**src/common/mem_op_pkg.sv**
```systemverilog
package mem_op_pkg;

    // memory opcode presented by the core, one per cycle
    typedef enum logic [3:0] {
        OP_NONE = 4'd0,
        OP_LB   = 4'd1,
        OP_LH   = 4'd2,
        OP_LW   = 4'd3,
        OP_LBU  = 4'd4,
        OP_LHU  = 4'd5,
        OP_SB   = 4'd6,
        OP_SH   = 4'd7,
        OP_SW   = 4'd8
    } mem_op_e;

    // width of a single access
    typedef enum logic [1:0] {
        SIZE_BYTE = 2'd0,
        SIZE_HALF = 2'd1,
        SIZE_WORD = 2'd2
    } access_size_e;

endpackage

```
**src/mem_access_decode.sv**
```systemverilog
module mem_access_decode (
    input  logic                      clk,
    input  logic                      reset,
    input  mem_op_pkg::mem_op_e       op,
    output logic                      store_en,
    output logic                      capture,
    output logic                      stall,
    output logic                      load_into_reg,
    output mem_op_pkg::access_size_e  size,
    output logic                      load_unsigned
);
    import mem_op_pkg::*;

    logic is_load;
    // set in the second cycle of a load, when load_data is presented
    logic load_valid;

    // opcode to access class, size and extension mode
    always_comb begin
        is_load = 1'b0;
        store_en = 1'b0;
        size = SIZE_WORD;
        load_unsigned = 1'b0;
        case (op)
            OP_LB: begin
                is_load = 1'b1;
                size = SIZE_BYTE;
            end
            OP_LH: begin
                is_load = 1'b1;
                size = SIZE_HALF;
            end
            OP_LW: begin
                is_load = 1'b1;
            end
            OP_LBU: begin
                is_load = 1'b1;
                size = SIZE_BYTE;
                load_unsigned = 1'b1;
            end
            OP_LHU: begin
                is_load = 1'b1;
                size = SIZE_HALF;
                load_unsigned = 1'b1;
            end
            OP_SB: begin
                store_en = 1'b1;
                size = SIZE_BYTE;
            end
            OP_SH: begin
                store_en = 1'b1;
                size = SIZE_HALF;
            end
            OP_SW: begin
                store_en = 1'b1;
            end
            default: begin
                is_load = 1'b0;
            end
        endcase
    end

    // first cycle of a load only; the core holds op while stalled
    assign capture = is_load && !load_valid;
    assign stall = capture;
    assign load_into_reg = is_load;

    // sets after the issue cycle, clears after the completion cycle
    always_ff @(posedge clk) begin
        if (reset) begin
            load_valid <= 1'b0;
        end else begin
            load_valid <= capture;
        end
    end

endmodule

```
**config.mk**
```make
export PLATFORM = sky130hd
export DESIGN_NAME = mem_access_decode
export DESIGN_NICKNAME = d
export VERILOG_FILES = /design/src/common/mem_op_pkg.sv /design/src/mem_access_decode.sv
export SDC_FILE = /design/constraint.sdc
export NUM_CORES = 1
export LEC_CHECK = 0
export ABC_AREA = 1
export BUFFER_PORTS_ARGS = -buffer_cell sky130_fd_sc_hd__buf_2
export CAP_MARGIN = 20
export CORE_AREA = 3 3 40 42
export DETAILED_ROUTE_END_ITERATION = 10
export DIE_AREA = 0 0 43 45
export GPL_TIMING_DRIVEN = 0
export PLACE_DENSITY = 0.3
export SYNTH_ARGS = -nofsm -noshare
export SYNTH_HDL_FRONTEND = slang
export SYNTH_SLANG_ARGS = --single-unit
```
**constraint.sdc**
```tcl
create_clock -name clk -period 0.8 [get_ports clk]
set_clock_uncertainty 0.2 [all_clocks]
set_input_delay 0.08 -clock clk [delete_from_list [all_inputs] [get_ports clk]]
set_output_delay 0.08 -clock clk [all_outputs]
set_load 0.03 [all_outputs]
```
==> flow_summary.ini, run 1 <==
[timing]
setup_viol = 8
tightestPinTransition_ps = 138
timing_max_transition_violations_final = 0
post-route-period-util_pct = 133
unrepaired_setup_endpoints_after_global_routing = true
max_slew_margin_pct = 90.7
final-hold-violation-count = 0
timing.hold.ws_ps = 43.2
fmax_ghz = 0.943
post_layout_minimum_cycle_time_ps = 1060
setup_ws_ps = -261
finalSetupTns_ps = -1300

[cells_and_area]
reg.largest.list = load_valid x1
num-fill-cells = 141
nNetsFinal = 49
largest_register_ffs = 1
final_area_um2 = 409
antenna-diode-count = 0
register_area_um2 = 20.0
layout-drive-gt1-share_pct = 73.2
final_cell_count_no_fill = 56
area_delta_synth_final_pct = 224
registers.top_by_ff_count = load_valid
multiInputGateArea_um2 = 136

[outcome]
failing_checks = negative setup slack
status = finished, violations left

[floorplanning]
floorplan.initialDensity_pct = 9.83
core_um2 = 1280
top_level_ports = 13
floorplan.rows = 13
fp.dieH_um = 45
die_area_um2 = 1940
die_w_um = 43

[synthesis]
synth_area_in_compound_gates_pct = 12.9
synthDominantAreaCellType = sky130_fd_sc_hd__inv_1
ys_seq_elements = 1
post_synth.cell_area_avg_um2 = 5.27
synthesis.instances = 24
synth_xor_area_share_pct = 0
muxShareOfSynthArea_pct = 0
yosys.cell_count.top_type = sky130_fd_sc_hd__inv_1
synth_enable_flop_cells = 0
yosys_most_used_dff = sky130_fd_sc_hd__dfxtp_1
synth_top_family_by_area = simple AND/OR/NAND/NOR gates
post_synth_and_or_nand_nor_area_fraction_pct = 47.5
synth-seq-area-share_pct = 15.8
synthArstFlopShare_pct = 0
synth.net_count = 30
synth_top_cells_by_count = 6 x sky130_fd_sc_hd__inv_1, 5 x sky130_fd_sc_hd__nand2_1, 3 x sky130_fd_sc_hd__nor2_1, 2 x sky130_fd_sc_hd__nand2_2, 2 x sky130_fd_sc_hd__o21ai_0
synth_top_area_share_pct = 17.8
post_synth_fa_ha_maj_area_fraction_pct = 0
synthTopCellsByArea = sky130_fd_sc_hd__inv_1 18%, sky130_fd_sc_hd__dfxtp_1 16%, sky130_fd_sc_hd__nand2_1 15%
synth_cell_type_count = 11
netlist_area_um2 = 126
synth_warnings = 0

[global_routing]
maximum_number_of_pins_on_one_net_before_global_route_repair = 6
globalRouteTotalUtil_pct = 4.56
initial_antenna_violation_count = 0
wire_length_of_the_first_global_routing_pass_um = 724
gr-total-overflow = 0
via_count_of_the_first_global_routing_pass = 203

[place]
buffer_ports.inserted = 12
placed_cells_incl_taps = 51
dp_worst_setup_slack_ps = -409
place.detailed.hpwl_um = 357
placement.cell_area_um2 = 280
gpl.final_weighted_congestion = 0.701

[routing]
route.detailed.drc = 0
detailedRoute.firstPassIterationCount = 2
drt-wirelength-per-cell_um = 7.91
detailroute.via_count = 200
postRouteWirelength_um = 443
antenna_violating_nets_post_route = 0
post_drt_via_cell_ratio = 3.57
detail_route.iter0.violations = 4

[power]
max-vdd-ir-drop_mv = 0.216
power.density_cell_area_nw_per_um2 = 779
cellLeakagePower_nw = 0.189

[critical_path]
worst-path-max-fanout = 4
worstSetupPathType = in -> out
cp.required_ps = 520
crit_arrival_ps = 780
rr_worst_depth = 4
critical_path.endpoint_type = output port
startpoint_type = input pin

[worst_hold_path]
hold_path_class = in -> reg
min_delay_path_depth = 2

[run]
maxCapViolations = 0

[clock_network]
clk_pin_slew_ps = 0
worst_skew_pair_later_pin_latency_ps = 0
holdBufCountCts = 0
==> kinds of logic after synthesis <==
logic type / after synthesis
flip-flops: 1
AO/OA/AOI/OAI: 3
AND/OR/NAND/NOR: 13
buffers and inverters: 7
==> cell usage in the layout (no fill, tap or decap) <==
cell type                    Yosys  layout
sky130_fd_sc_hd__dfxtp_1         1       1
sky130_fd_sc_hd__or2_1           1       1
sky130_fd_sc_hd__buf_2           0       2
sky130_fd_sc_hd__o21ai_0         2       1
sky130_fd_sc_hd__nor2_2          1       1
sky130_fd_sc_hd__nor2_1          3       2
sky130_fd_sc_hd__buf_4           1       7
sky130_fd_sc_hd__nand2_1         5       3
sky130_fd_sc_hd__buf_6           0       7
sky130_fd_sc_hd__inv_1           6       2
sky130_fd_sc_hd__o22ai_2         0       1
sky130_fd_sc_hd__inv_12          0       1
sky130_fd_sc_hd__clkinvlp_4      0       1
sky130_fd_sc_hd__nand2_8         0       1
sky130_fd_sc_hd__buf_8           0       1
sky130_fd_sc_hd__nand3_4         0       1
sky130_fd_sc_hd__nor2_4          0       1
sky130_fd_sc_hd__buf_12          0       1
sky130_fd_sc_hd__nand2_4         0       3
sky130_fd_sc_hd__o21ai_1         0       1
sky130_fd_sc_hd__inv_4           0       1
sky130_fd_sc_hd__inv_16          0       1
==> stage by stage <==
stage	utilization, %	power, mW
3_5_place_dp	21.8	0.242
5_1_grt	31.8	0.334
4_1_cts	30.6	0.312
6_report	31.8	0.319
2_1_floorplan	-	0.184
3_3_place_gp	21.8	0.241
==> final timing paths <==
check / from / to / slack [ps]
max: op[1] / stall / -260
min: reset / load_valid / 40
max reg2reg: load_valid / load_valid / -60
min reg2reg: load_valid / load_valid / 390
==> critical path, stage by stage <==
cell                         delay, ps
sky130_fd_sc_hd__buf_12            110
sky130_fd_sc_hd__inv_16             60
sky130_fd_sc_hd__nand2_8            50
sky130_fd_sc_hd__nand2_4            50
sky130_fd_sc_hd__nand2_4            50
sky130_fd_sc_hd__nand2_4            60
sky130_fd_sc_hd__clkinvlp_4         80
sky130_fd_sc_hd__buf_6             110
sky130_fd_sc_hd__buf_6             120
==> layer usage <==
layer | wire (um) | track usage (%)
met1 | 146 | 4.05
met2 | 283 | 11.4
met3 | 13 | 0
met4 | 0 | 0
met5 | 0 | 0
==> area by class of cell <==
class / count / area share [%]
inverter: 6 / 14.1
buffer: 1 / 2.75
timing repair buffer: 17 / 40.4
sequential: 1 / 4.89
tap: 15 / 4.59
multi-input combinational: 16 / 33.3
==> power breakdown <==
part	leakage [nW]	switching (mW)	total, mW	internal, mW
sequential	0.00822	0.000648	0.0544	0.0537
combinational	0.181	0.139	0.264	0.126
clock	0	0	0	0
==> timing repair <==
action / CTS / global route
endpoints found under the setup margin: 8 / 8
gates resized for setup: 20 / 5
setup buffers: 5 / 0
pin swaps: 3 / 2
No activity file was read; power rests on OpenSTA's default activity.
==> run 2, diff against run 1 <==
- SETUP_SLACK_MARGIN: not set -> 0.4
- SKIP_LAST_GASP: not set -> 1
==> flow_summary.ini, run 2 (synthesized netlist as in run 1, its figures left out) <==
[worst_hold_path]
critical_hold_path_startpoint = reset
hold_path_class = in -> reg

[timing]
fmax_ghz = 0.947
unrepaired_setup_endpoints_after_global_routing = true
tightestPinTransition_ps = 186
timing_max_transition_violations_final = 0
setup_viol = 8
max_slew_margin_pct = 87.5
timing.hold.ws_ps = 46.0
final-hold-violation-count = 0
setup_ws_ps = -256
post-route-period-util_pct = 132
finalSetupTns_ps = -1490
post_layout_minimum_cycle_time_ps = 1060

[clock_network]
worst_skew_pair_later_pin_latency_ps = 0
holdBufCountCts = 0
clk_pin_slew_ps = 0

[place]
buffer_ports.inserted = 12
placed_cells_incl_taps = 51
gpl.final_weighted_congestion = 0.660
place.detailed.hpwl_um = 379
placement.cell_area_um2 = 283
dp_worst_setup_slack_ps = -405

[cells_and_area]
reg.largest.list = load_valid x1
nNetsFinal = 51
num-fill-cells = 139
final_area_um2 = 425
area_delta_synth_final_pct = 237
utilization_pct = 33.1
largest_register_ffs = 1
layout-drive-gt1-share_pct = 79.1
registers.top_by_ff_count = load_valid
antenna-diode-count = 0
final_cell_count_no_fill = 58
layout.cells.most_common_list = 9 x sky130_fd_sc_hd__buf_4, 6 x sky130_fd_sc_hd__buf_6, 3 x sky130_fd_sc_hd__nand2_4
layout_commonest_cell = sky130_fd_sc_hd__buf_4

[critical_path]
worst_r2r_startpoint = load_valid
cp.required_ps = 520
worstSetupPathType = in -> out
startpoint_type = input pin
worst-path-max-fanout = 4
critical_path.endpoint_type = output port
crit_path_start = op[1]
crit_arrival_ps = 780

[routing]
drt-wirelength-per-cell_um = 8.66
postRouteWirelength_um = 502
detailroute.via_count = 213
detailedRoute.firstPassIterationCount = 2
post_drt_via_cell_ratio = 3.67
detail_route.iter0.violations = 2
route.detailed.drc = 0
antenna_violating_nets_post_route = 0

[global_routing]
gr_util_met3_pct = 0
globalRouteTotalUtil_pct = 4.98
maximum_number_of_pins_on_one_net_before_global_route_repair = 6
gr-total-overflow = 0
gr-usage-met2_pct = 10.5
wire_length_of_the_first_global_routing_pass_um = 765
via_count_of_the_first_global_routing_pass = 178
initial_antenna_violation_count = 0
grt-busiest-layer = met2
grt_util_met1_pct = 5.97

[power]
total_power_mw = 0.331
power.density_cell_area_nw_per_um2 = 777
cellLeakagePower_nw = 0.199
max-vdd-ir-drop_mv = 0.173

[outcome]
failing_checks = negative setup slack
status = finished, violations left

[floorplanning]
die_w_um = 43
die_area_um2 = 1940
floorplan.rows = 13
core_um2 = 1280
top_level_ports = 13
floorplan.initialDensity_pct = 9.83
fp.dieH_um = 45

[run]
maxCapViolations = 0
==> run 2: cell count changes in the layout (fill, tap and decap cells not counted), sizes merged <==
cell	delta
buf	+2
==> run 2: where the power goes <==
group	leakage [nW]	total, mW	switching, mW	internal [mW]
Combinational	0.191	0.276	0.141	0.136
Clock	0	0	0	0
Sequential	0.00822	0.0545	0.000719	0.0538
==> run 2: path summary, 6_finish.rpt <==
check	endpoint	slack [ps]	cells past startpoint
max reg2reg	load_valid	-110	4
min reg2reg	load_valid	400	4
min	load_valid	50	2
max	stall	-260	9
==> run 2: timing repair <==
item | in CTS | in global routing
pin swaps | 7 | 3
setup buffers | 5 | 2
gates cloned | 0 | 0
gates resized for setup | 25 | 1
setup endpoints to repair | 8 | 8
==> run 2: worst max-delay path: stages <==
cell and delay [ps]:
sky130_fd_sc_hd__buf_12 110, sky130_fd_sc_hd__inv_16 50, sky130_fd_sc_hd__nand2_8 40, sky130_fd_sc_hd__nand2_4 50
sky130_fd_sc_hd__nand2_4 50, sky130_fd_sc_hd__nand2_4 60, sky130_fd_sc_hd__clkinvlp_4 80, sky130_fd_sc_hd__buf_6 110
sky130_fd_sc_hd__buf_6 120
==> run 2: per-layer routing <==
metal,up-vias,wire length [um]
met3,0,21
met4,0,0
met5,-,0
met2,6,307
li1,111,-
met1,96,173
==> run 2: final cells by class <==
class                           instances  area (um2)  area share [%]
Sequential cell                         1        20.0            4.71
Inverter                                6        57.6            13.5
Tap cell                               15        18.8            4.41
Buffer                                  1        11.3            2.65
Timing Repair Buffer                   19         184            43.2
Multi-Input combinational cell         16         134            31.5
