--- src/common/mem_op_pkg.sv ---
package mem_op_pkg;

    // memory opcode presented by the core, one per cycle
    typedef enum logic [3:0] {
        OP_NONE = 4'd0,
        OP_LB   = 4'd1,
        OP_LH   = 4'd2,
        OP_LW   = 4'd3,
        OP_LBU  = 4'd4,
        OP_LHU  = 4'd5,
        OP_SB   = 4'd6,
        OP_SH   = 4'd7,
        OP_SW   = 4'd8
    } mem_op_e;

    // width of a single access
    typedef enum logic [1:0] {
        SIZE_BYTE = 2'd0,
        SIZE_HALF = 2'd1,
        SIZE_WORD = 2'd2
    } access_size_e;

endpackage

--- src/common/mem_cfg_pkg.sv ---
package mem_cfg_pkg;

    // data word and lane geometry
    localparam int DATA_W = 32;
    localparam int LANES = 4;
    localparam int LANE_W = DATA_W / LANES;

    // byte offset inside a word, address bits 1:0
    localparam int OFFSET_W = $clog2(LANES);

    // storage depth, index from address bits 13:2
    localparam int MEM_WORDS = 4096;
    localparam int INDEX_W = $clog2(MEM_WORDS);

endpackage

--- src/lane_array/load_align_extend.sv ---
module load_align_extend (
    input  logic                              clk,
    input  logic                              reset,
    input  logic                              capture,
    input  mem_op_pkg::access_size_e          size,
    input  logic                              load_unsigned,
    input  logic [mem_cfg_pkg::OFFSET_W-1:0]  byte_offset,
    input  logic [mem_cfg_pkg::DATA_W-1:0]    lane_rdata,
    output logic [mem_cfg_pkg::DATA_W-1:0]    load_data
);
    import mem_op_pkg::*;
    import mem_cfg_pkg::*;

    localparam int HALF_W = 2 * LANE_W;

    logic [LANE_W-1:0] sel_byte;
    logic [HALF_W-1:0] sel_half;
    logic              byte_fill;
    logic              half_fill;
    logic [DATA_W-1:0] ext_value;

    // byte at the offset, half picked by offset bit 1
    assign sel_byte = lane_rdata[byte_offset * LANE_W +: LANE_W];
    assign sel_half = lane_rdata[byte_offset[1] * HALF_W +: HALF_W];

    // fill bit for the upper part, zero for LBU/LHU
    assign byte_fill = sel_byte[LANE_W-1] & ~load_unsigned;
    assign half_fill = sel_half[HALF_W-1] & ~load_unsigned;

    always_comb begin
        case (size)
            SIZE_BYTE: begin
                ext_value = {{(DATA_W - LANE_W){byte_fill}}, sel_byte};
            end
            SIZE_HALF: begin
                ext_value = {{(DATA_W - HALF_W){half_fill}}, sel_half};
            end
            SIZE_WORD: begin
                ext_value = lane_rdata;
            end
            default: begin
                ext_value = '0;
            end
        endcase
    end

    // result is valid only for the cycle after capture, zero otherwise
    always_ff @(posedge clk) begin
        if (reset) begin
            load_data <= '0;
        end else if (capture) begin
            load_data <= ext_value;
        end else begin
            load_data <= '0;
        end
    end

endmodule

--- config.mk ---
export PLATFORM = sky130hd
export DESIGN_NAME = load_align_extend
export DESIGN_NICKNAME = d
export VERILOG_FILES = /design/src/common/mem_op_pkg.sv /design/src/common/mem_cfg_pkg.sv /design/src/lane_array/load_align_extend.sv
export SDC_FILE = /design/constraint.sdc
export NUM_CORES = 1
export LEC_CHECK = 0
export BUFFER_PORTS_ARGS = -buffer_cell sky130_fd_sc_hd__buf_2
export CORE_MARGIN = 2
export CORE_UTILIZATION = 30
export DETAILED_ROUTE_END_ITERATION = 10
export HOLD_SLACK_MARGIN = 0.03
export PLACE_DENSITY_LB_ADDON = 0.3
export SLEW_MARGIN = 25
export SYNTH_ARGS = -nofsm -noshare
export SYNTH_HDL_FRONTEND = slang
export SYNTH_SLANG_ARGS = --single-unit
export TNS_END_PERCENT = 20
--- constraint.sdc ---
create_clock -name clk -period 1.37 [get_ports clk]
set_input_delay 0.274 -clock clk [delete_from_list [all_inputs] [get_ports clk]]
set_output_delay 0.274 -clock clk [all_outputs]
set_load 0.03 [all_outputs]
==> results of run 1 <==
per-layer routing:
| metal | vias up | track usage | routed length [um] |
|---|---|---|---|
| met5 | - | 0 | 0 |
| met4 | 0 | 0.0776 | 66 |
| met3 | 5 | 0.0442 | 282 |
| met2 | 53 | 0.233 | 1660 |
| met1 | 563 | 0.184 | 1520 |
| li1 | 632 | - | - |
kinds of logic (layout without fill, tap and decap cells):
family / Yosys count / count (layout) / share of synthesized area
AOI/OAI and AO/OA: 43 / 43 / 0.260
buffers and inverters: 10 / 88 / 0.0418
DFF: 32 / 32 / 0.475
muxes: 9 / 9 / 0.0826
and+or+nand+nor: 37 / 37 / 0.140
worst min-delay path: cells and delay by family:
family / cells / cell delay [ns]
buffers and inverters: 1 / 0.09
AND/OR/NAND/NOR: 1 / 0.07
AO/OA/AOI/OAI: 1 / 0.05
cells in the final DEF, fill, tap and decap left out, drive strengths merged, types with 2 or more instances in the layout:
cell,n
dfxtp,32
nand2,17
o21bai,2
nor2b,4
buf,81
mux2i,2
nor3b,2
mux2,7
nor2,8
a22oi,7
clkbuf,7
a222oi,7
a21oi,25
stage by stage:
step | power, uW | utilization | hold WS [ns] | TNS, ns | cell area, sq um
6_report | 2130 | 0.447 | 0.249 | 0 | 1950
5_1_grt | 2230 | 0.447 | 0.254 | 0 | 1950
4_1_cts | 2150 | 0.445 | 0.245 | 0 | 1940
3_5_place_dp | 1380 | 0.422 | 0.538 | -3.90 | 1840
3_3_place_gp | 1380 | 0.422 | 0.531 | -3.74 | 1840
2_1_floorplan | 1220 | - | 0.410 | 0 | 1350
worst paths after layout:
check | endpoint | cells after the start
max | load_data[15] | 5
min | load_data[6] | 3
where the power goes:
group,internal (uW),leakage [uW],switching [uW]
sequential,960,0.000260,7.18
clock,447,0.0000503,323
combinational,173,0.000568,222
total,1580,0.000878,552
area by class of cell:
cell class / count / area, sq um
Clock buffer: 7 / 96.3
Fill cell: 431 / 2410
Multi-Input combinational cell: 89 / 663
Sequential cell: 32 / 641
Tap cell: 52 / 65.1
Timing Repair Buffer: 81 / 480
what timing repair did:
| action | CTS | global route |
|---|---|---|
| hold buffers | 0 | 0 |
| gates resized for setup | 0 | 2 |
| setup endpoints to repair | 0 | 7 |
==> run metrics, run 1 <==
HP Class=in2reg; Site Rows=24; crit path cell chain=buf_2 -> or3_4 -> o22ai_4 -> nand2b_1 -> a21oi_1; area of the die=0.00504 sq mm; share of flip-flops with an asynchronous set or reset=0; achievable frequency=about 830 MHz; Num CTS Buffers=5; unrepaired setup endpoints after global routing=no; clock sink count=32; Buffers on Ports=roughly 70; Synth area leader=dfxtp_1; Ys Warns=0; slowest stage delay, CP=0.39 ns; antenna violations before repair=0; Vert. Die Dim=71.0 um; critical path's top delay family=simple AND/OR/NAND/NOR gates; Post-DP HPWL=~2.7 mm; Crit Path Category=in2reg; top cells by area, synth=dfxtp_1, a21oi_2, mux2_2, a21oi_1, a222oi_1; final hold vios=0; vias per inst=roughly 4.8; Max-Slew Margin vs Limit=0.670; Synth top cells by count=dfxtp_1, nand2_1, a21oi_1; Final ANT Viol Nets=0; Die W=~71 um; count of cell types in the netlist=28; post-route setup slack=approximately 0.16 ns; Post-Syn Nets=171; top-count cell post-synth=dfxtp_1; biggest regs=load_data: 32 flops; max reg flops=32; final worst-path cycle share=0.882; IO Pins=72; mapped cell area=~0.0013 sq mm; Reg clk slew, reported paths=0.06 ns; Mapped Cells=131; dominant synthesized flop cell=dfxtp_1; sequential fraction of the synthesis area=0.475; Initial Util=0.309; vias in the first global route=1,245; DP Cell Count=254; clock buffer depth=2; pre-CTS WS=-0.240 ns; core area=around 0.0044 sq mm; Pleak=0.000878 uW; Root Buffer=clkbuf_8; routed len/inst=13.5 um; CP max-delay cell=or3_4; aggregate global-route resource usage=0.148; share of the synthesized area in the top cell type=0.475; status=completed; syn avg cell area=10.3 sq um; max-cap violation count=0; GRT overflow=0; drt first-iter violations=82; crit path from=size[1]; CP Launch Type=primary input; fraction of layout cells with a size suffix above 1=0.550; Tmin final=1.21 ns; Finish-stage setup viols=0; Worst Max-Slew Pin Slew=0.493 ns; largest net degree at the start of global routing=33; WL final=3.53 mm; power per standard cell area=1100 mW/mm^2; first-pass GRT wire length=5.82 mm; CTS tree=yes; max-slew violation count=0; CP arrival=1.41 ns; CP Capture Type=flip-flop; nets@finish=about 250; diode count=0; post-CTS setup buffers=0; Layout area overhead=44.4%; Crit path required time=1.58 ns; Final GP Congestion=around 0.78; Post-synth EDFFs=0; Biggest register=load_data; H-tree Lvls=2; min-delay src=lane_rdata[22]; #FFs+latches synth=32; total iterations of the first detailed-routing run=5; Max rail drop VDD=0.465 mV; worst path bufs/invs=1; Worst Path Max Fanout=8; Residual DRC=0; via count=1,253; post-route insts no fill=approximately 260
No activity file was read; power rests on OpenSTA's default activity.
==> run 2: changes to the inputs <==
- CORE_MARGIN: 2 -> not set
==> run 2 against run 1 <==
  * Critical endpoint is now load_data[11]
  * Combinational power about the same
  * Wire length increased by 1.7%
  * Highest routed layer unchanged
  * Critical path type unchanged
  * Sequential power about the same
  * Via count increased by 1.8%
  * Critical path depth unchanged
  * Sequential share of layout area decreased by 0.58 points
  * Final cell count increased by 1.9%
  * Count of clock-buffer cells in the layout unchanged
  * Cell area increased by 1.8%
  * Global-route usage increased by 0.21 points
  * Clock power increased by 30%
==> run metrics, run 2 (synthesized netlist as in run 1, its figures left out) <==
Reg clk slew, reported paths=roughly 0.070 ns; achievable frequency=815 MHz; max reg flops=32; CP Capture Type=flip-flop; Final ANT Viol Nets=0; post-route insts no fill=266; aggregate global-route resource usage=0.151; drt first-iter violations=between 70 and 80; biggest regs=load_data: 32 flops; Crit path required time=1.58 ns; Worst Path Max Fanout=8; Flop pwr share=0.409; nets@finish=253; first-pass GRT wire length=between 5 and 6 mm; vias per inst=between 4 and 5; Vert. Die Dim=between 60 and 70 um; net load switching power=591 uW; Post-DP HPWL=2.59 mm; antenna violations before repair=0; diode count=0; Pleak=between 0.0009 and 0.001 uW; WL final=3.59 mm; clock sink count=32; Int Power=~1800 uW; largest net degree at the start of global routing=33; Layout area overhead=47.0%; Max rail drop VDD=0.518 mV; routed len/inst=13.5 um; Buffers on Ports=about 70; Finish-stage setup viols=0; Site Rows=24; status=completed; FILL cells=around 440; Max-Slew Margin vs Limit=0.717; power per standard cell area=1190 mW/mm^2; vias in the first global route=1,206; Hold WS=0.241 ns; Die W=69.0 um; Root Buffer=clkbuf_8; clock buffer depth=2; Initial Util=0.312; HP Class=in2reg; DP Cell Count=256; fraction of layout cells with a size suffix above 1=0.561; placed cell area=0.00182 sq mm; final hold vios=0; final worst-path cycle share=0.896; CP Launch Type=primary input; CP arrival=1.44 ns; Tmin final=about 1.2 ns; most frequent cells in the layout=buf_2, dfxtp_1, nand2_1; Worst Max-Slew Pin Slew=0.422 ns; most common cell after layout, fill and taps aside=buf_2; total iterations of the first detailed-routing run=4; unrepaired setup endpoints after global routing=no; Num CTS Buffers=5; CTS tree=yes; Residual DRC=0; max-slew violation count=0; GRT overflow=0; Logic pwr share=0.167; Clock power frac=0.424; Final GP Congestion=0.738; H-tree Lvls=2; IO Pins=72; max-cap violation count=0; Biggest register=load_data; Sw Ratio=0.250; core area=about 0.0043 sq mm; via count=1,276; Final Cell Area=slightly below 0.002 sq mm; area of the die=~0.0048 sq mm; Crit Path Category=in2reg
-- run 2: path summary, 6_finish.rpt --
| check | startpoint | end | slack, ns | depth (start not counted) |
|---|---|---|---|---|
| max | size[1] | load_data[11] | 0.14 | 5 |
| min | lane_rdata[22] | load_data[22] | 0.24 | 3 |
-- run 2: power groups by stage --
stage / Sequential, uW / Combinational, uW / Clock (uW)
2_1_floorplan: 1050 / 171 / 0
3_3_place_gp: 988 / 382 / 0
3_5_place_dp: 987 / 383 / 0
4_1_cts: 966 / 385 / 1010
5_1_grt: 968 / 429 / 1050
6_report: 966 / 396 / 1000
-- run 2: metrics by stage --
stage	total power (uW)	setup slack, ns	util	TNS, ns
2_1_floorplan	1220	0.0124	-	0
3_3_place_gp	1370	-0.237	0.420	-5.50
3_5_place_dp	1370	-0.248	0.420	-5.81
4_1_cts	2360	0.0563	0.449	0
5_1_grt	2440	0.0635	0.458	0
6_report	2360	0.143	0.458	0
-- run 2: worst max-delay path: stages --
cell,delay [ns]
buf_2,0.12
or3_4,0.39
o22ai_4,0.20
nand2b_1,0.25
a21oi_1,0.20
-- run 2: layer usage --
metal  share of wire  track usage
met3           0.093       0.0746
met4           0.013       0.0476
met1            0.46        0.193
met5               0            0
met2            0.44        0.220
-- run 2: repair_timing --
item / in CTS / in global routing
hold buffers: 0 / 0
setup buffers: 0 / 2
gates resized for setup: 0 / 2
endpoints found under the setup margin: 0 / 13
-- run 2: area by class of cell --
| class | count | area [sq um] | area share |
|---|---|---|---|
| well taps | 52 | 65.1 | 0.0328 |
| clock inverters | 1 | 30.0 | 0.0152 |
| multi-input cells | 89 | 663 | 0.335 |
| flip-flops and latches | 32 | 641 | 0.323 |
| clock buffers | 7 | 96.3 | 0.0486 |
| repair buffers | 85 | 485 | 0.245 |
==> run 3: changes to the inputs <==
- ABC_CLOCK_PERIOD_IN_PS: not set -> 1370
- CORE_UTILIZATION: 30 -> 39
==> run 3 against run 2 <==
  * Wire length shrank 4.1%
  * Via count grew 0.47%
  * Critical path depth grew 1
  * Global-route usage grew 5.6 points
  * Sequential power is essentially flat
  * Die area shrank 22%
  * Critical path type unchanged
  * Largest cell class unchanged
==> run metrics, run 3 (synthesized netlist as in run 1, its figures left out) <==
power per standard cell area=1020 mW/mm^2; CTS tree=yes; aggregate global-route resource usage=0.207; Buffers on Ports=between 70 and 80; most common cell after layout, fill and taps aside=buf_2; final worst-path cycle share=0.943; multi-input gate area in the final layout=around 660 sq um; H-tree Lvls=2; most frequent cells in the layout=buf_2, dfxtp_1, nand2_1; status=completed; Pleak=0.000843 uW; Biggest register=load_data; Initial Util=0.427; max-slew violation count=0; Worst Max-Slew Pin Slew=0.570 ns; drt first-iter violations=48; total iterations of the first detailed-routing run=4; Finish-stage setup viols=0; final hold vios=0; CP arrival=approximately 1.5 ns; slowest stage delay, CP=about 0.48 ns; Resized Gates After CTS=0; first-pass GRT wire length=5.44 mm; FILL cells=305; routed len/inst=13.6 um; CTS Hold Bufs=0; antenna violations before repair=0; area of the die=around 0.0037 sq mm; WL final=3.44 mm; clock sink count=32; Max-Slew Margin vs Limit=0.619; Die W=60.8 um; CP Capture Type=flip-flop; unrepaired setup endpoints after global routing=yes; nets@finish=248; Crit path required time=1.57 ns; clock buffer depth=2; Final ANT Viol Nets=0; achievable frequency=774 MHz; max reg flops=32; Num CTS Buffers=5; vias in the first global route=1,209; Crit Path Category=in2reg; Tmin final=1.29 ns; HP Class=in2reg; Site Rows=20; Root Buffer=clkbuf_4; core area=0.00315 sq mm; GRT overflow=0; Final GP Congestion=0.772; post-CTS setup buffers=0; post-route total power=1890 uW; Max rail drop VDD=0.610 mV; CP Launch Type=primary input; Worst Path Max Fanout=16; post-route insts no fill=roughly 250; Residual DRC=0; DP Cell Count=245; diode count=0; FF/Latch Area=641 sq um; Vert. Die Dim=60.8 um; IO Pins=about 70; CP max-delay cell=o21bai_4; vias per inst=5.07; fraction of layout cells with a size suffix above 1=0.541; Layout area overhead=37.5%; max-cap violation count=0; Reg clk slew, reported paths=roughly 0.090 ns; Post-DP HPWL=around 2.6 mm; via count=about 1,300; largest net degree at the start of global routing=33; biggest regs=load_data: 32 flops; crit path cell chain=buf_2 -> mux2i_1 -> buf_4 -> o22ai_4 -> o21bai_4 -> a21oi_1
==> run 3: final cells by class <==
class / instances / area share
well taps: 44 / 0.0297
multi-input cells: 89 / 0.358
clock buffers: 8 / 0.0317
flip-flops and latches: 32 / 0.346
repair buffers: 80 / 0.235
==> run 3: power breakdown <==
group	switching, uW	internal, uW
clock	293	253
sequential	6.05	959
combinational	224	160
total	523	1370
==> run 3: layer usage <==
metal	up-vias	global-route usage	part of all wire
li1	628	-	-
met1	587	0.256	0.44
met2	63	0.325	0.46
met3	4	0.0896	0.097
met4	0	0.0682	0.0052
met5	-	0	0
==> run 3: critical path: cells and delay by family <==
kind | cells | cell delay, ns
AO/OA/AOI/OAI | 3 | 0.70
buffers and inverters | 2 | 0.30
multiplexers | 1 | 0.21
==> run 3: path summary, 6_finish.rpt <==
check             cells past startpoint             to  slack (ns)           start
setup / recovery                      6  load_data[24]        0.08  byte_offset[1]
hold / removal                        3  load_data[19]        0.19  lane_rdata[19]
==> run 3: stage by stage <==
step	setup WS (ns)	utilization	hold slack [ns]	cell area [sq um]	setup TNS, ns
after floorplan	0.0124	-	0.410	1350	0
after global placement	-0.211	0.566	0.533	1780	-4.31
after detailed placement	-0.280	0.566	0.533	1780	-6.72
after CTS	0.0710	0.585	0.175	1840	0
after global routing	-0.00441	0.588	0.178	1850	-0.00441
final	0.0785	0.588	0.193	1850	0
