## config.mk

```make
export PLATFORM = sky130hd
export DESIGN_NAME = store_lane_steer
export DESIGN_NICKNAME = d
export VERILOG_FILES = /design/src/common/mem_op_pkg.sv /design/src/common/mem_cfg_pkg.sv /design/src/lane_array/store_lane_steer.sv
export SDC_FILE = /design/constraint.sdc
export NUM_CORES = 1
export LEC_CHECK = 0
export ABC_AREA = 1
export ABC_CLOCK_PERIOD_IN_PS = 1500
export BUFFER_PORTS_ARGS = -buffer_cell sky130_fd_sc_hd__buf_2
export CORE_UTILIZATION = 34
export DETAILED_ROUTE_END_ITERATION = 7
export MAX_ROUTING_LAYER = met4
export PLACE_DENSITY_LB_ADDON = 0.1
export SETUP_SLACK_MARGIN = 0.15
export SLEW_MARGIN = 15
export SYNTH_ARGS = -nofsm -noshare
export SYNTH_HDL_FRONTEND = slang
export SYNTH_SLANG_ARGS = --single-unit
```

## constraint.sdc

```tcl
create_clock -name vclk -period 1.5
set_input_delay 0.225 -clock vclk [all_inputs]
set_output_delay 0.225 -clock vclk [all_outputs]
set_load 0.05 [all_outputs]
```

## src/common/mem_op_pkg.sv

```systemverilog
package mem_op_pkg;

    // memory opcode presented by the core, one per cycle
    typedef enum logic [3:0] {
        OP_NONE = 4'd0,
        OP_LB   = 4'd1,
        OP_LH   = 4'd2,
        OP_LW   = 4'd3,
        OP_LBU  = 4'd4,
        OP_LHU  = 4'd5,
        OP_SB   = 4'd6,
        OP_SH   = 4'd7,
        OP_SW   = 4'd8
    } mem_op_e;

    // width of a single access
    typedef enum logic [1:0] {
        SIZE_BYTE = 2'd0,
        SIZE_HALF = 2'd1,
        SIZE_WORD = 2'd2
    } access_size_e;

endpackage

```

## src/common/mem_cfg_pkg.sv

```systemverilog
package mem_cfg_pkg;

    // data word and lane geometry
    localparam int DATA_W = 32;
    localparam int LANES = 4;
    localparam int LANE_W = DATA_W / LANES;

    // byte offset inside a word, address bits 1:0
    localparam int OFFSET_W = $clog2(LANES);

    // storage depth, index from address bits 13:2
    localparam int MEM_WORDS = 4096;
    localparam int INDEX_W = $clog2(MEM_WORDS);

endpackage

```

## src/lane_array/store_lane_steer.sv

```systemverilog
module store_lane_steer (
    input  logic                              store_en,
    input  mem_op_pkg::access_size_e          size,
    input  logic [mem_cfg_pkg::OFFSET_W-1:0]  byte_offset,
    input  logic [mem_cfg_pkg::DATA_W-1:0]    store_data,
    output logic [mem_cfg_pkg::LANES-1:0]     lane_we,
    output logic [mem_cfg_pkg::DATA_W-1:0]    lane_wdata
);
    import mem_op_pkg::*;
    import mem_cfg_pkg::*;

    localparam int HALF_LANES = LANES / 2;
    localparam int HALF_W = HALF_LANES * LANE_W;

    logic [LANE_W-1:0] low_byte;
    logic [HALF_W-1:0] low_half;

    assign low_byte = store_data[LANE_W-1:0];
    assign low_half = store_data[HALF_W-1:0];

    // data is replicated across lanes so each bank just takes its own slice,
    // the enables pick which lanes actually write
    always_comb begin
        lane_we = '0;
        lane_wdata = store_data;
        case (size)
            SIZE_BYTE: begin
                lane_wdata = {LANES{low_byte}};
                lane_we[byte_offset] = store_en;
            end
            SIZE_HALF: begin
                lane_wdata = {(LANES / HALF_LANES){low_half}};
                // offset bit 1 picks lanes 0-1 or 2-3
                lane_we[byte_offset[1] * HALF_LANES +: HALF_LANES] = {HALF_LANES{store_en}};
            end
            SIZE_WORD: begin
                lane_we = {LANES{store_en}};
            end
            default: begin
                lane_we = '0;
            end
        endcase
    end

endmodule

```

==> results of run 1 <==
==> cell usage after synthesis, drive strengths merged <==
master and number:
buf 13, clkbuf 1, nand2 43, o21ai 16, nor2 3, nand3 17, inv 12
==> cell type report <==
cell class	count	area (um^2)	share of cell area
tap	15	18.8	0.0213
timing repair buffer	75	443	0.502
inverter	12	45.0	0.0511
multi-input combinational	81	375	0.426
==> cells by family after synthesis <==
kind of cell	after synthesis	synth area share
AO/OA/AOI/OAI	16	0.158
buffers and inverters	26	0.304
AND/OR/NAND/NOR	63	0.538
==> per-layer routing <==
layer	wire length [um]	up-vias	global-route usage	part of all wire
met4	0	0	0	0
met2	803	47	0.337	0.47
li1	-	453	-	-
met5	0	-	-	0
met3	152	0	0.00556	0.090
met1	742	359	0.231	0.44
==> report_power, final <==
group	internal [W]	switching, W	total [W]
clock	0	0	0
combinational	0.000146	0.000375	0.000521
sequential	0	0	0
total	0.000146	0.000375	0.000521
==> per-stage QoR <==
step | utilization | hold WS [ps] | instance area [um^2]
4_1_cts | 0.598 | 761 | 807
2_1_floorplan | - | 617 | 507
3_3_place_gp | 0.590 | 761 | 797
3_5_place_dp | 0.590 | 761 | 797
6_report | 0.653 | 761 | 882
5_1_grt | 0.653 | 768 | 882
==> how the worst min path moves through the flow <==
stage,from,end,depth (start not counted)
after floorplan,store_data[0],lane_wdata[0],1
after global placement,store_data[3],lane_wdata[3],2
after detailed placement,store_data[2],lane_wdata[2],2
after CTS,store_data[5],lane_wdata[5],2
after global routing,store_data[2],lane_wdata[2],2
final,store_data[3],lane_wdata[3],2
==> layout by cell type, fill, tap and decap left out, drive strengths merged <==
| cell type | count |
|---|---|
| buf | 58 |
| o21ai | 16 |
| nor2 | 5 |
| nand2 | 43 |
| inv | 12 |
| clkbuf | 17 |
| nand3 | 17 |
==> timing repair <==
item                                    CTS  global route
cloned                                    0             2
endpoints found under the setup margin    7            23
gates resized for setup                   4            23
pin swaps                                 0             2
==> tab_implementation.tex, run 1 <==
\begin{tabular}{lr}
\hline
Metric & Value \\
\hline
\multicolumn{2}{l}{\textbf{Outcome}} \\
\quad Status & finished, final reports clean \\
\multicolumn{2}{l}{\textbf{Timing}} \\
\quad Share of the clock period used by the worst path after layout & 0.854 \\
\quad Final worst setup slack & 218 ps \\
\quad Setup repair after global routing missed its margin & true \\
\quad Slew Viols, Final & 0 \\
\quad Final setup violation count & 0 \\
\quad Relative slew margins & 0.833 \\
\quad Highest clock frequency the design can meet & 780 MHz \\
\quad TNS Setup & 0 ps \\
\quad Endpoints failing hold & 0 \\
\quad Transition time at the pin with the least slew margin & 252 ps \\
\quad Final critical delay including setup and external delays & 1280 ps \\
\multicolumn{2}{l}{\textbf{Cells and area}} \\
\quad Synth-to-layout area growth & 74.1\% \\
\quad N\_diodes & 0 \\
\quad Clock Buffer Count & 0 \\
\quad Fill count & 144 \\
\quad Final \#Nets & 207 \\
\quad Reg area & 0 um\^{}2 \\
\quad Final instance count without filler cells & 183 \\
\quad Share of cells above drive strength 1 & 0.476 \\
\quad Seq cells & 0 \\
\multicolumn{2}{l}{\textbf{Yosys}} \\
\quad Portion of the post-synthesis area used by sequential elements & 0 \\
\quad Syn\_area\_per\_cell & 4.83 um\^{}2 \\
\quad Net count after synthesis & 142 \\
\quad Post-Syn Area & 507 um\^{}2 \\
\quad Cell types with the largest area share after synthesis & sky130\_fd\_sc\_hd\_\_nand2\_1 32\%, sky130\_fd\_sc\_hd\_\_nand3\_1 17\%, sky130\_fd\_sc\_hd\_\_o21ai\_0 16\%, sky130\_fd\_sc\_hd\_\_buf\_4 12\%, sky130\_fd\_sc\_hd\_\_inv\_1 8.1\% \\
\quad Yosys top cell area share & 0.319 \\
\quad Count of synthesis-stage warnings from yosys & 0 \\
\quad Distinct cells, synth & 11 \\
\quad Largest area contributor in the netlist & sky130\_fd\_sc\_hd\_\_nand2\_1 \\
\quad Synth Instances & 105 \\
\multicolumn{2}{l}{\textbf{GRT}} \\
\quad Antenna violations before repair & 0 \\
\quad Largest net degree at the start of global routing & 22 \\
\quad Number of global-route vias before repair & 537 \\
\quad Global route total overflow & 0 \\
\quad Global-route wire length before repair & between 2 and 2.5 mm \\
\quad Global routing usage summed across all routing layers & 0.183 \\
\multicolumn{2}{l}{\textbf{Placed design}} \\
\quad Total placed cells including tap cells & roughly 180 \\
\quad Post-detailed-placement half-perimeter wirelength & 1.33 mm \\
\quad Port bufs & 73 \\
\quad Routability congestion estimate & 0.665 \\
\quad Pre-CTS setup slack & 104 ps \\
\multicolumn{2}{l}{\textbf{Floorplan}} \\
\quad Number of placement rows & 13 \\
\quad Placeable core region & 1350 um\^{}2 \\
\quad I/O pins & between 70 and 80 \\
\quad Die boundary height & between 40 and 50 um \\
\quad Full die area & 1650 um\^{}2 \\
\quad Initial standard-cell utilization of the core & 0.375 \\
\quad Die Width & about 40 um \\
\multicolumn{2}{l}{\textbf{Setup path}} \\
\quad Ordered list of cells on the worst path & clkbuf\_4 -> inv\_2 -> nor2\_4 -> nand2\_1 -> nand3\_1 -> clkbuf\_4 \\
\quad Arr. time, crit path & $\sim$1100 ps \\
\quad Dominant delay contributor by cell family on the critical path & buffers and inverters \\
\quad Top fanout value on the critical path & 11 \\
\quad Critical Path Source Type & primary input \\
\quad Kind of critical path & in2out \\
\quad Most common cell on crit path & sky130\_fd\_sc\_hd\_\_clkbuf\_4 \\
\quad Worst setup path start & size[0] \\
\quad Required time of the critical path & about 1300 ps \\
\quad Stages on the worst setup path & 6 \\
\quad Buf+Inv Stages, Crit Path & 3 \\
\quad Critical path capture point & lane\_wdata[24] \\
\quad Master of the slowest instance on the critical path & sky130\_fd\_sc\_hd\_\_clkbuf\_4 \\
\quad Longest individual stage delay on the worst path & 230 ps \\
\quad Type of element capturing the critical path & primary output \\
\multicolumn{2}{l}{\textbf{Routing}} \\
\quad Post-route ant nets & 0 \\
\quad Vias per cell & approximately 4.7 \\
\quad WL per Instance & 9.28 um \\
\quad Detailed Route WL & 1.70 mm \\
\quad 1st-pass router iterations & 4 \\
\quad Vias & 859 \\
\quad Initial DRC count & 7 \\
\quad DRC & 0 \\
\multicolumn{2}{l}{\textbf{Clock tree}} \\
\quad Hold buffer count at cts & 0 \\
\quad Number of post-CTS setup repair buffers & 0 \\
\multicolumn{2}{l}{\textbf{Min path}} \\
\quad Class of the tightest hold or removal check & in2out \\
\multicolumn{2}{l}{\textbf{Power}} \\
\quad Power density cells & approximately 590 nW/um\^{}2 \\
\quad Leakage power figure & 0.567 nW \\
\quad Peak supply drop & approximately 0.32 mV \\
\quad Total Power Consumption & 0.000521 W \\
\multicolumn{2}{l}{\textbf{Flow run}} \\
\quad Max-cap violation count & 0 \\
\hline
\end{tabular}
(Power assumes the default switching activity.)
==> inputs of run 2 (changes only) <==
--- a/config.mk
+++ b/config.mk
@@ -8,6 +8,7 @@
 export ABC_AREA = 1
 export ABC_CLOCK_PERIOD_IN_PS = 1500
 export BUFFER_PORTS_ARGS = -buffer_cell sky130_fd_sc_hd__buf_2
+export CAP_MARGIN = 20
 export CORE_UTILIZATION = 34
 export DETAILED_ROUTE_END_ITERATION = 7
 export MAX_ROUTING_LAYER = met4
==> constraint.sdc (replaced) <==
create_clock -name vclk -period 1.5
set_input_delay 0.225 -clock vclk [all_inputs]
set_output_delay 0.225 -clock vclk [all_outputs]
set_load 0.02 [all_outputs]
==> run 2 against run 1 <==
  * Cell count decreased by 0.55%
  * Die area unchanged
  * Count of clock-buffer cells in the layout unchanged
  * Critical endpoint is now lane_wdata[26]
==> tab_implementation.tex, run 2 (synthesis gave the netlist of run 1 again) <==
\begin{tabular}{lr}
\hline
Metric & Value \\
\hline
\multicolumn{2}{l}{\textbf{Outcome}} \\
\quad Status & finished, final reports clean \\
\multicolumn{2}{l}{\textbf{Routing}} \\
\quad Detailed Route WL & 1.67 mm \\
\quad Vias per cell & around 4.7 \\
\quad 1st-pass router iterations & 4 \\
\quad Post-route ant nets & 0 \\
\quad DRC & 0 \\
\quad Initial DRC count & 10 \\
\quad WL per Instance & 9.19 um \\
\quad Vias & 853 \\
\multicolumn{2}{l}{\textbf{Floorplan}} \\
\quad Full die area & 1650 um\^{}2 \\
\quad Die Width & 40.6 um \\
\quad Placeable core region & 1350 um\^{}2 \\
\quad Initial standard-cell utilization of the core & 0.375 \\
\quad I/O pins & 73 \\
\quad Number of placement rows & 13 \\
\quad Die boundary height & 40.6 um \\
\multicolumn{2}{l}{\textbf{Cells and area}} \\
\quad Most frequent standard cell in the layout excluding fill and tap cells & sky130\_fd\_sc\_hd\_\_buf\_2 \\
\quad Clock Buffer Count & 0 \\
\quad Share of cells above drive strength 1 & 0.473 \\
\quad Leading cell types in the layout, fill and taps excluded & 71 x sky130\_fd\_sc\_hd\_\_buf\_2, 43 x sky130\_fd\_sc\_hd\_\_nand2\_1, 17 x sky130\_fd\_sc\_hd\_\_nand3\_1, 16 x sky130\_fd\_sc\_hd\_\_o21ai\_0, 11 x sky130\_fd\_sc\_hd\_\_inv\_1 \\
\quad Synth-to-layout area growth & 61.0\% \\
\quad Reg area & 0 um\^{}2 \\
\quad Design area & 816 um\^{}2 \\
\quad Seq cells & 0 \\
\quad N\_diodes & 0 \\
\quad Final \#Nets & just over 200 \\
\multicolumn{2}{l}{\textbf{Placed design}} \\
\quad Routability congestion estimate & 0.782 \\
\quad Port bufs & 73 \\
\quad Pre-CTS setup slack & 140 ps \\
\quad Post-detailed-placement half-perimeter wirelength & between 1 and 1.5 mm \\
\quad Placed inst area & 790 um\^{}2 \\
\multicolumn{2}{l}{\textbf{GRT}} \\
\quad Largest net degree at the start of global routing & 20 \\
\quad Global routing usage summed across all routing layers & 0.176 \\
\quad Global route total overflow & 0 \\
\quad Antenna violations before repair & 0 \\
\quad Number of global-route vias before repair & 502 \\
\quad Global-route wire length before repair & 2.06 mm \\
\multicolumn{2}{l}{\textbf{Setup path}} \\
\quad Required time of the critical path & about 1300 ps \\
\quad Type of element capturing the critical path & primary output \\
\quad Kind of critical path & in2out \\
\quad Arr. time, crit path & 1070 ps \\
\quad Critical Path Source Type & primary input \\
\quad Top fanout value on the critical path & 11 \\
\multicolumn{2}{l}{\textbf{Timing}} \\
\quad Transition time at the pin with the least slew margin & 263 ps \\
\quad Final setup violation count & 0 \\
\quad Final worst setup slack & $\sim$210 ps \\
\quad Share of the clock period used by the worst path after layout & 0.860 \\
\quad Final critical delay including setup and external delays & 1290 ps \\
\quad Slew Viols, Final & 0 \\
\quad TNS Setup & 0 ps \\
\quad Highest clock frequency the design can meet & 775 MHz \\
\quad Setup repair after global routing missed its margin & true \\
\quad Endpoints failing hold & 0 \\
\quad Fin Hold WS & between 600 and 700 ps \\
\quad Relative slew margins & 0.825 \\
\multicolumn{2}{l}{\textbf{Clock tree}} \\
\quad Hold buffer count at cts & 0 \\
\quad Number of post-CTS setup repair buffers & 0 \\
\multicolumn{2}{l}{\textbf{Power}} \\
\quad Peak supply drop & 0.193 mV \\
\quad Leakage power figure & 0.551 nW \\
\quad Power density cells & 394 nW/um\^{}2 \\
\multicolumn{2}{l}{\textbf{Min path}} \\
\quad Hold Path Cell Cnt & 2 \\
\quad Class of the tightest hold or removal check & in2out \\
\quad Endpoint, Worst Hold & lane\_wdata[6] \\
\quad Hold Path Origin & store\_data[6] \\
\multicolumn{2}{l}{\textbf{Flow run}} \\
\quad Max-cap violation count & 0 \\
\hline
\end{tabular}
-- run 2: cell count changes in the layout (fill, tap and decap cells not counted) --
cell	delta
sky130_fd_sc_hd__buf_4	-5
sky130_fd_sc_hd__nor2_2	+1
sky130_fd_sc_hd__o21ai_0	+8
sky130_fd_sc_hd__clkbuf_4	-15
sky130_fd_sc_hd__nor2_4	-1
sky130_fd_sc_hd__buf_6	-1
sky130_fd_sc_hd__o21ai_1	-8
sky130_fd_sc_hd__buf_2	+20
-- run 2: worst max-delay path by stage --
| stage | start | end | slack (ps) | depth (start not counted) |
|---|---|---|---|---|
| finish | size[0] | lane_wdata[26] | 210 | 6 |
| detailed placement | size[1] | lane_wdata[25] | 140 | 5 |
| CTS | size[1] | lane_wdata[25] | 160 | 5 |
| floorplan | size[1] | lane_wdata[16] | 270 | 3 |
| global route | size[1] | lane_wdata[13] | 150 | 5 |
| global placement | size[1] | lane_wdata[24] | 130 | 5 |
-- run 2: per-layer routing --
metal,track usage,share of wire,vias to the layer above
li1,-,-,450
met5,-,0,-
met4,0,0,0
met2,0.302,0.47,42
met1,0.240,0.44,361
met3,0.00556,0.091,0
-- run 2: critical path: stages --
cell,delay (ps)
sky130_fd_sc_hd__clkbuf_4,200
sky130_fd_sc_hd__inv_2,80
sky130_fd_sc_hd__nor2_2,240
sky130_fd_sc_hd__nand2_1,80
sky130_fd_sc_hd__nand3_1,70
sky130_fd_sc_hd__buf_2,160
-- run 2: final cells by class --
class                           instances  area, um^2
Fill cell                             156         534
Multi-Input combinational cell         81         370
Timing Repair Buffer                   74         382
Inverter                               12        45.0
Tap cell                               15        18.8
-- run 2: power breakdown --
group	switching (W)	internal, W	leakage [nW]	total, W
Sequential	0	0	0	0
Clock	0	0	0	0
Combinational	0.000203	0.000119	0.551	0.000321
Total	0.000203	0.000119	0.551	0.000321
-- run 2: what timing repair did --
action | CTS | global route
resized for setup | 0 | 4
pin swaps | 1 | 2
endpoints found under the setup margin | 4 | 24
gates cloned | 0 | 2
-- run 2: metrics by stage --
step                std cells  total power, W  utilization
floorplan                 105        0.000207            -
global placement          180        0.000311        0.585
detailed placement        180        0.000314        0.585
CTS                       180        0.000315        0.585
global route              182        0.000352        0.604
finish                    182        0.000321        0.604
==> inputs of run 3 (changes only) <==
--- a/config.mk
+++ b/config.mk
@@ -9,7 +9,8 @@
 export ABC_CLOCK_PERIOD_IN_PS = 1500
 export BUFFER_PORTS_ARGS = -buffer_cell sky130_fd_sc_hd__buf_2
 export CAP_MARGIN = 20
-export CORE_UTILIZATION = 34
+export CORE_ASPECT_RATIO = 1.2
+export CORE_UTILIZATION = 25
 export DETAILED_ROUTE_END_ITERATION = 7
 export MAX_ROUTING_LAYER = met4
 export PLACE_DENSITY_LB_ADDON = 0.1
==> constraint.sdc (replaced) <==
create_clock -name vclk -period 1.5
set_input_delay 0.3 -clock vclk [all_inputs]
set_output_delay 0.3 -clock vclk [all_outputs]
set_load 0.02 [all_outputs]
==> run 3 against run 2 <==
  * Core utilization fell by 11 points
  * Hold slack better by 150 ps
  * Cell count rose by 3.8%
  * Count of clock-buffer cells in the layout stayed put
  * Die area up 34%
  * Sequential cell count did not move
  * Critical endpoint is now lane_wdata[30]
  * Largest power group unchanged
==> tab_implementation.tex, run 3 (synthesis gave the netlist of run 1 again) <==
\begin{tabular}{lr}
\hline
Metric & Value \\
\hline
\multicolumn{2}{l}{\textbf{Timing}} \\
\quad TNS Setup & 0 ps \\
\quad Highest clock frequency the design can meet & approximately 760 MHz \\
\quad Transition time at the pin with the least slew margin & 222 ps \\
\quad Fin Hold WS & 844 ps \\
\quad Final critical delay including setup and external delays & 1320 ps \\
\quad Final setup violation count & 0 \\
\quad Share of the clock period used by the worst path after layout & 0.880 \\
\quad Slew Viols, Final & 0 \\
\quad Setup repair after global routing missed its margin & true \\
\quad Endpoints failing hold & 0 \\
\quad Relative slew margins & 0.852 \\
\multicolumn{2}{l}{\textbf{Outcome}} \\
\quad Status & finished, final reports clean \\
\multicolumn{2}{l}{\textbf{Cells and area}} \\
\quad N\_diodes & 0 \\
\quad Share of cells above drive strength 1 & 0.512 \\
\quad Clock Buffer Count & 0 \\
\quad Most frequent standard cell in the layout excluding fill and tap cells & sky130\_fd\_sc\_hd\_\_buf\_2 \\
\quad Design area & between 900 and 1000 um\^{}2 \\
\quad Reg area & 0 um\^{}2 \\
\quad Leading cell types in the layout, fill and taps excluded & 58 x sky130\_fd\_sc\_hd\_\_buf\_2, 40 x sky130\_fd\_sc\_hd\_\_nand2\_1, 15 x sky130\_fd\_sc\_hd\_\_nand3\_1, 13 x sky130\_fd\_sc\_hd\_\_buf\_4, 11 x sky130\_fd\_sc\_hd\_\_inv\_1 \\
\quad Final instance count without filler cells & 189 \\
\quad Synth-to-layout area growth & 81.0\% \\
\quad Seq cells & 0 \\
\quad Final \#Nets & around 210 \\
\multicolumn{2}{l}{\textbf{Setup path}} \\
\quad Worst setup path start & size[1] \\
\quad Top fanout value on the critical path & 7 \\
\quad Arr. time, crit path & 1020 ps \\
\quad Kind of critical path & in2out \\
\quad Critical Path Source Type & primary input \\
\quad Type of element capturing the critical path & primary output \\
\quad Required time of the critical path & 1200 ps \\
\multicolumn{2}{l}{\textbf{Routing}} \\
\quad 1st-pass router iterations & 2 \\
\quad Post-route ant nets & 0 \\
\quad DRC & 0 \\
\quad Vias per cell & roughly 4.6 \\
\quad Detailed Route WL & 1.82 mm \\
\quad WL per Instance & between 9 and 10 um \\
\quad Vias & 860 \\
\quad Initial DRC count & 3 \\
\multicolumn{2}{l}{\textbf{Min path}} \\
\quad Class of the tightest hold or removal check & in2out \\
\quad Hold Path Origin & store\_data[6] \\
\multicolumn{2}{l}{\textbf{Floorplan}} \\
\quad Placeable core region & 1870 um\^{}2 \\
\quad Full die area & 2210 um\^{}2 \\
\quad Die Width & 43.1 um \\
\quad Initial standard-cell utilization of the core & 0.271 \\
\quad I/O pins & 73 \\
\quad Number of placement rows & 17 \\
\quad Die boundary height & 51.3 um \\
\multicolumn{2}{l}{\textbf{Power}} \\
\quad Clock Power Share & 0 \\
\quad Net switching power figure & 0.000211 W \\
\quad Switching part of the total & 0.585 \\
\quad Total Power Consumption & 0.000361 W \\
\quad Register share of total power & 0 \\
\quad Comb pwr share & 1.000 \\
\quad Leakage power figure & 0.592 nW \\
\quad Total internal power & approximately 0.00015 W \\
\quad Power density cells & 394 nW/um\^{}2 \\
\quad Peak supply drop & 0.163 mV \\
\multicolumn{2}{l}{\textbf{GRT}} \\
\quad Antenna violations before repair & 0 \\
\quad Global routing usage summed across all routing layers & 0.153 \\
\quad Number of global-route vias before repair & between 600 and 700 \\
\quad Largest net degree at the start of global routing & 17 \\
\quad Global-route wire length before repair & between 2 and 3 mm \\
\quad Global route total overflow & 0 \\
\multicolumn{2}{l}{\textbf{Placed design}} \\
\quad Routability congestion estimate & $\sim$0.72 \\
\quad Port bufs & 73 \\
\quad Placed inst area & 810 um\^{}2 \\
\quad Post-detailed-placement half-perimeter wirelength & 1.38 mm \\
\quad Total placed cells including tap cells & roughly 190 \\
\multicolumn{2}{l}{\textbf{Clock tree}} \\
\quad Hold buffer count at cts & 0 \\
\multicolumn{2}{l}{\textbf{Flow run}} \\
\quad Max-cap violation count & 0 \\
\hline
\end{tabular}
-- run 3: power by group through the flow --
stage / Combinational (W) / Clock (W) / Sequential [W]
finish: 0.000361 / 0 / 0
global placement: 0.000320 / 0 / 0
detailed placement: 0.000321 / 0 / 0
CTS: 0.000333 / 0 / 0
global route: 0.000393 / 0 / 0
floorplan: 0.000208 / 0 / 0
-- run 3: path summary, 6_finish.rpt --
kind	end	slack, ps	depth (start not counted)
worst max-delay path	lane_wdata[30]	180	5
worst min-delay path	lane_wdata[6]	840	2
-- run 3: worst max-delay path, stage by stage --
cell and delay (ps):
sky130_fd_sc_hd__buf_4 160, sky130_fd_sc_hd__nor2_4 230, sky130_fd_sc_hd__nand2_1 100, sky130_fd_sc_hd__nand3_1 90
sky130_fd_sc_hd__buf_4 140
-- run 3: timing repair --
| action | 4_1_cts | 5_1_grt |
|---|---|---|
| setup buffers | 2 | 0 |
| resized for setup | 4 | 29 |
| endpoints found under the hold margin | 0 | 0 |
| endpoints found under the setup margin | 20 | 28 |
| cloned | 1 | 0 |
| pin swaps | 2 | 2 |
-- run 3: layout make-up --
| type | instances | area [um^2] |
|---|---|---|
| Timing Repair Buffer | 78 | 467 |
| Multi-Input combinational cell | 80 | 382 |
| Tap cell | 19 | 23.8 |
| Inverter | 12 | 45.0 |
| Fill cell | 202 | 955 |
-- run 3: routing by layer --
metal | part of all wire | wire, um | track usage | up-vias
met2 | 0.54 | 989 | 0.284 | 34
met3 | 0.056 | 103 | 0 | 0
li1 | - | - | - | 457
met1 | 0.40 | 732 | 0.196 | 369
met4 | 0 | 0 | 0.00505 | 0
met5 | 0 | 0 | - | -
-- run 3: metrics by stage --
stage | setup WS, ps | utilization
2_1_floorplan | 123 | -
3_3_place_gp | 86.3 | 0.432
3_5_place_dp | 84.8 | 0.432
4_1_cts | 145 | 0.452
5_1_grt | 122 | 0.490
6_report | 180 | 0.490
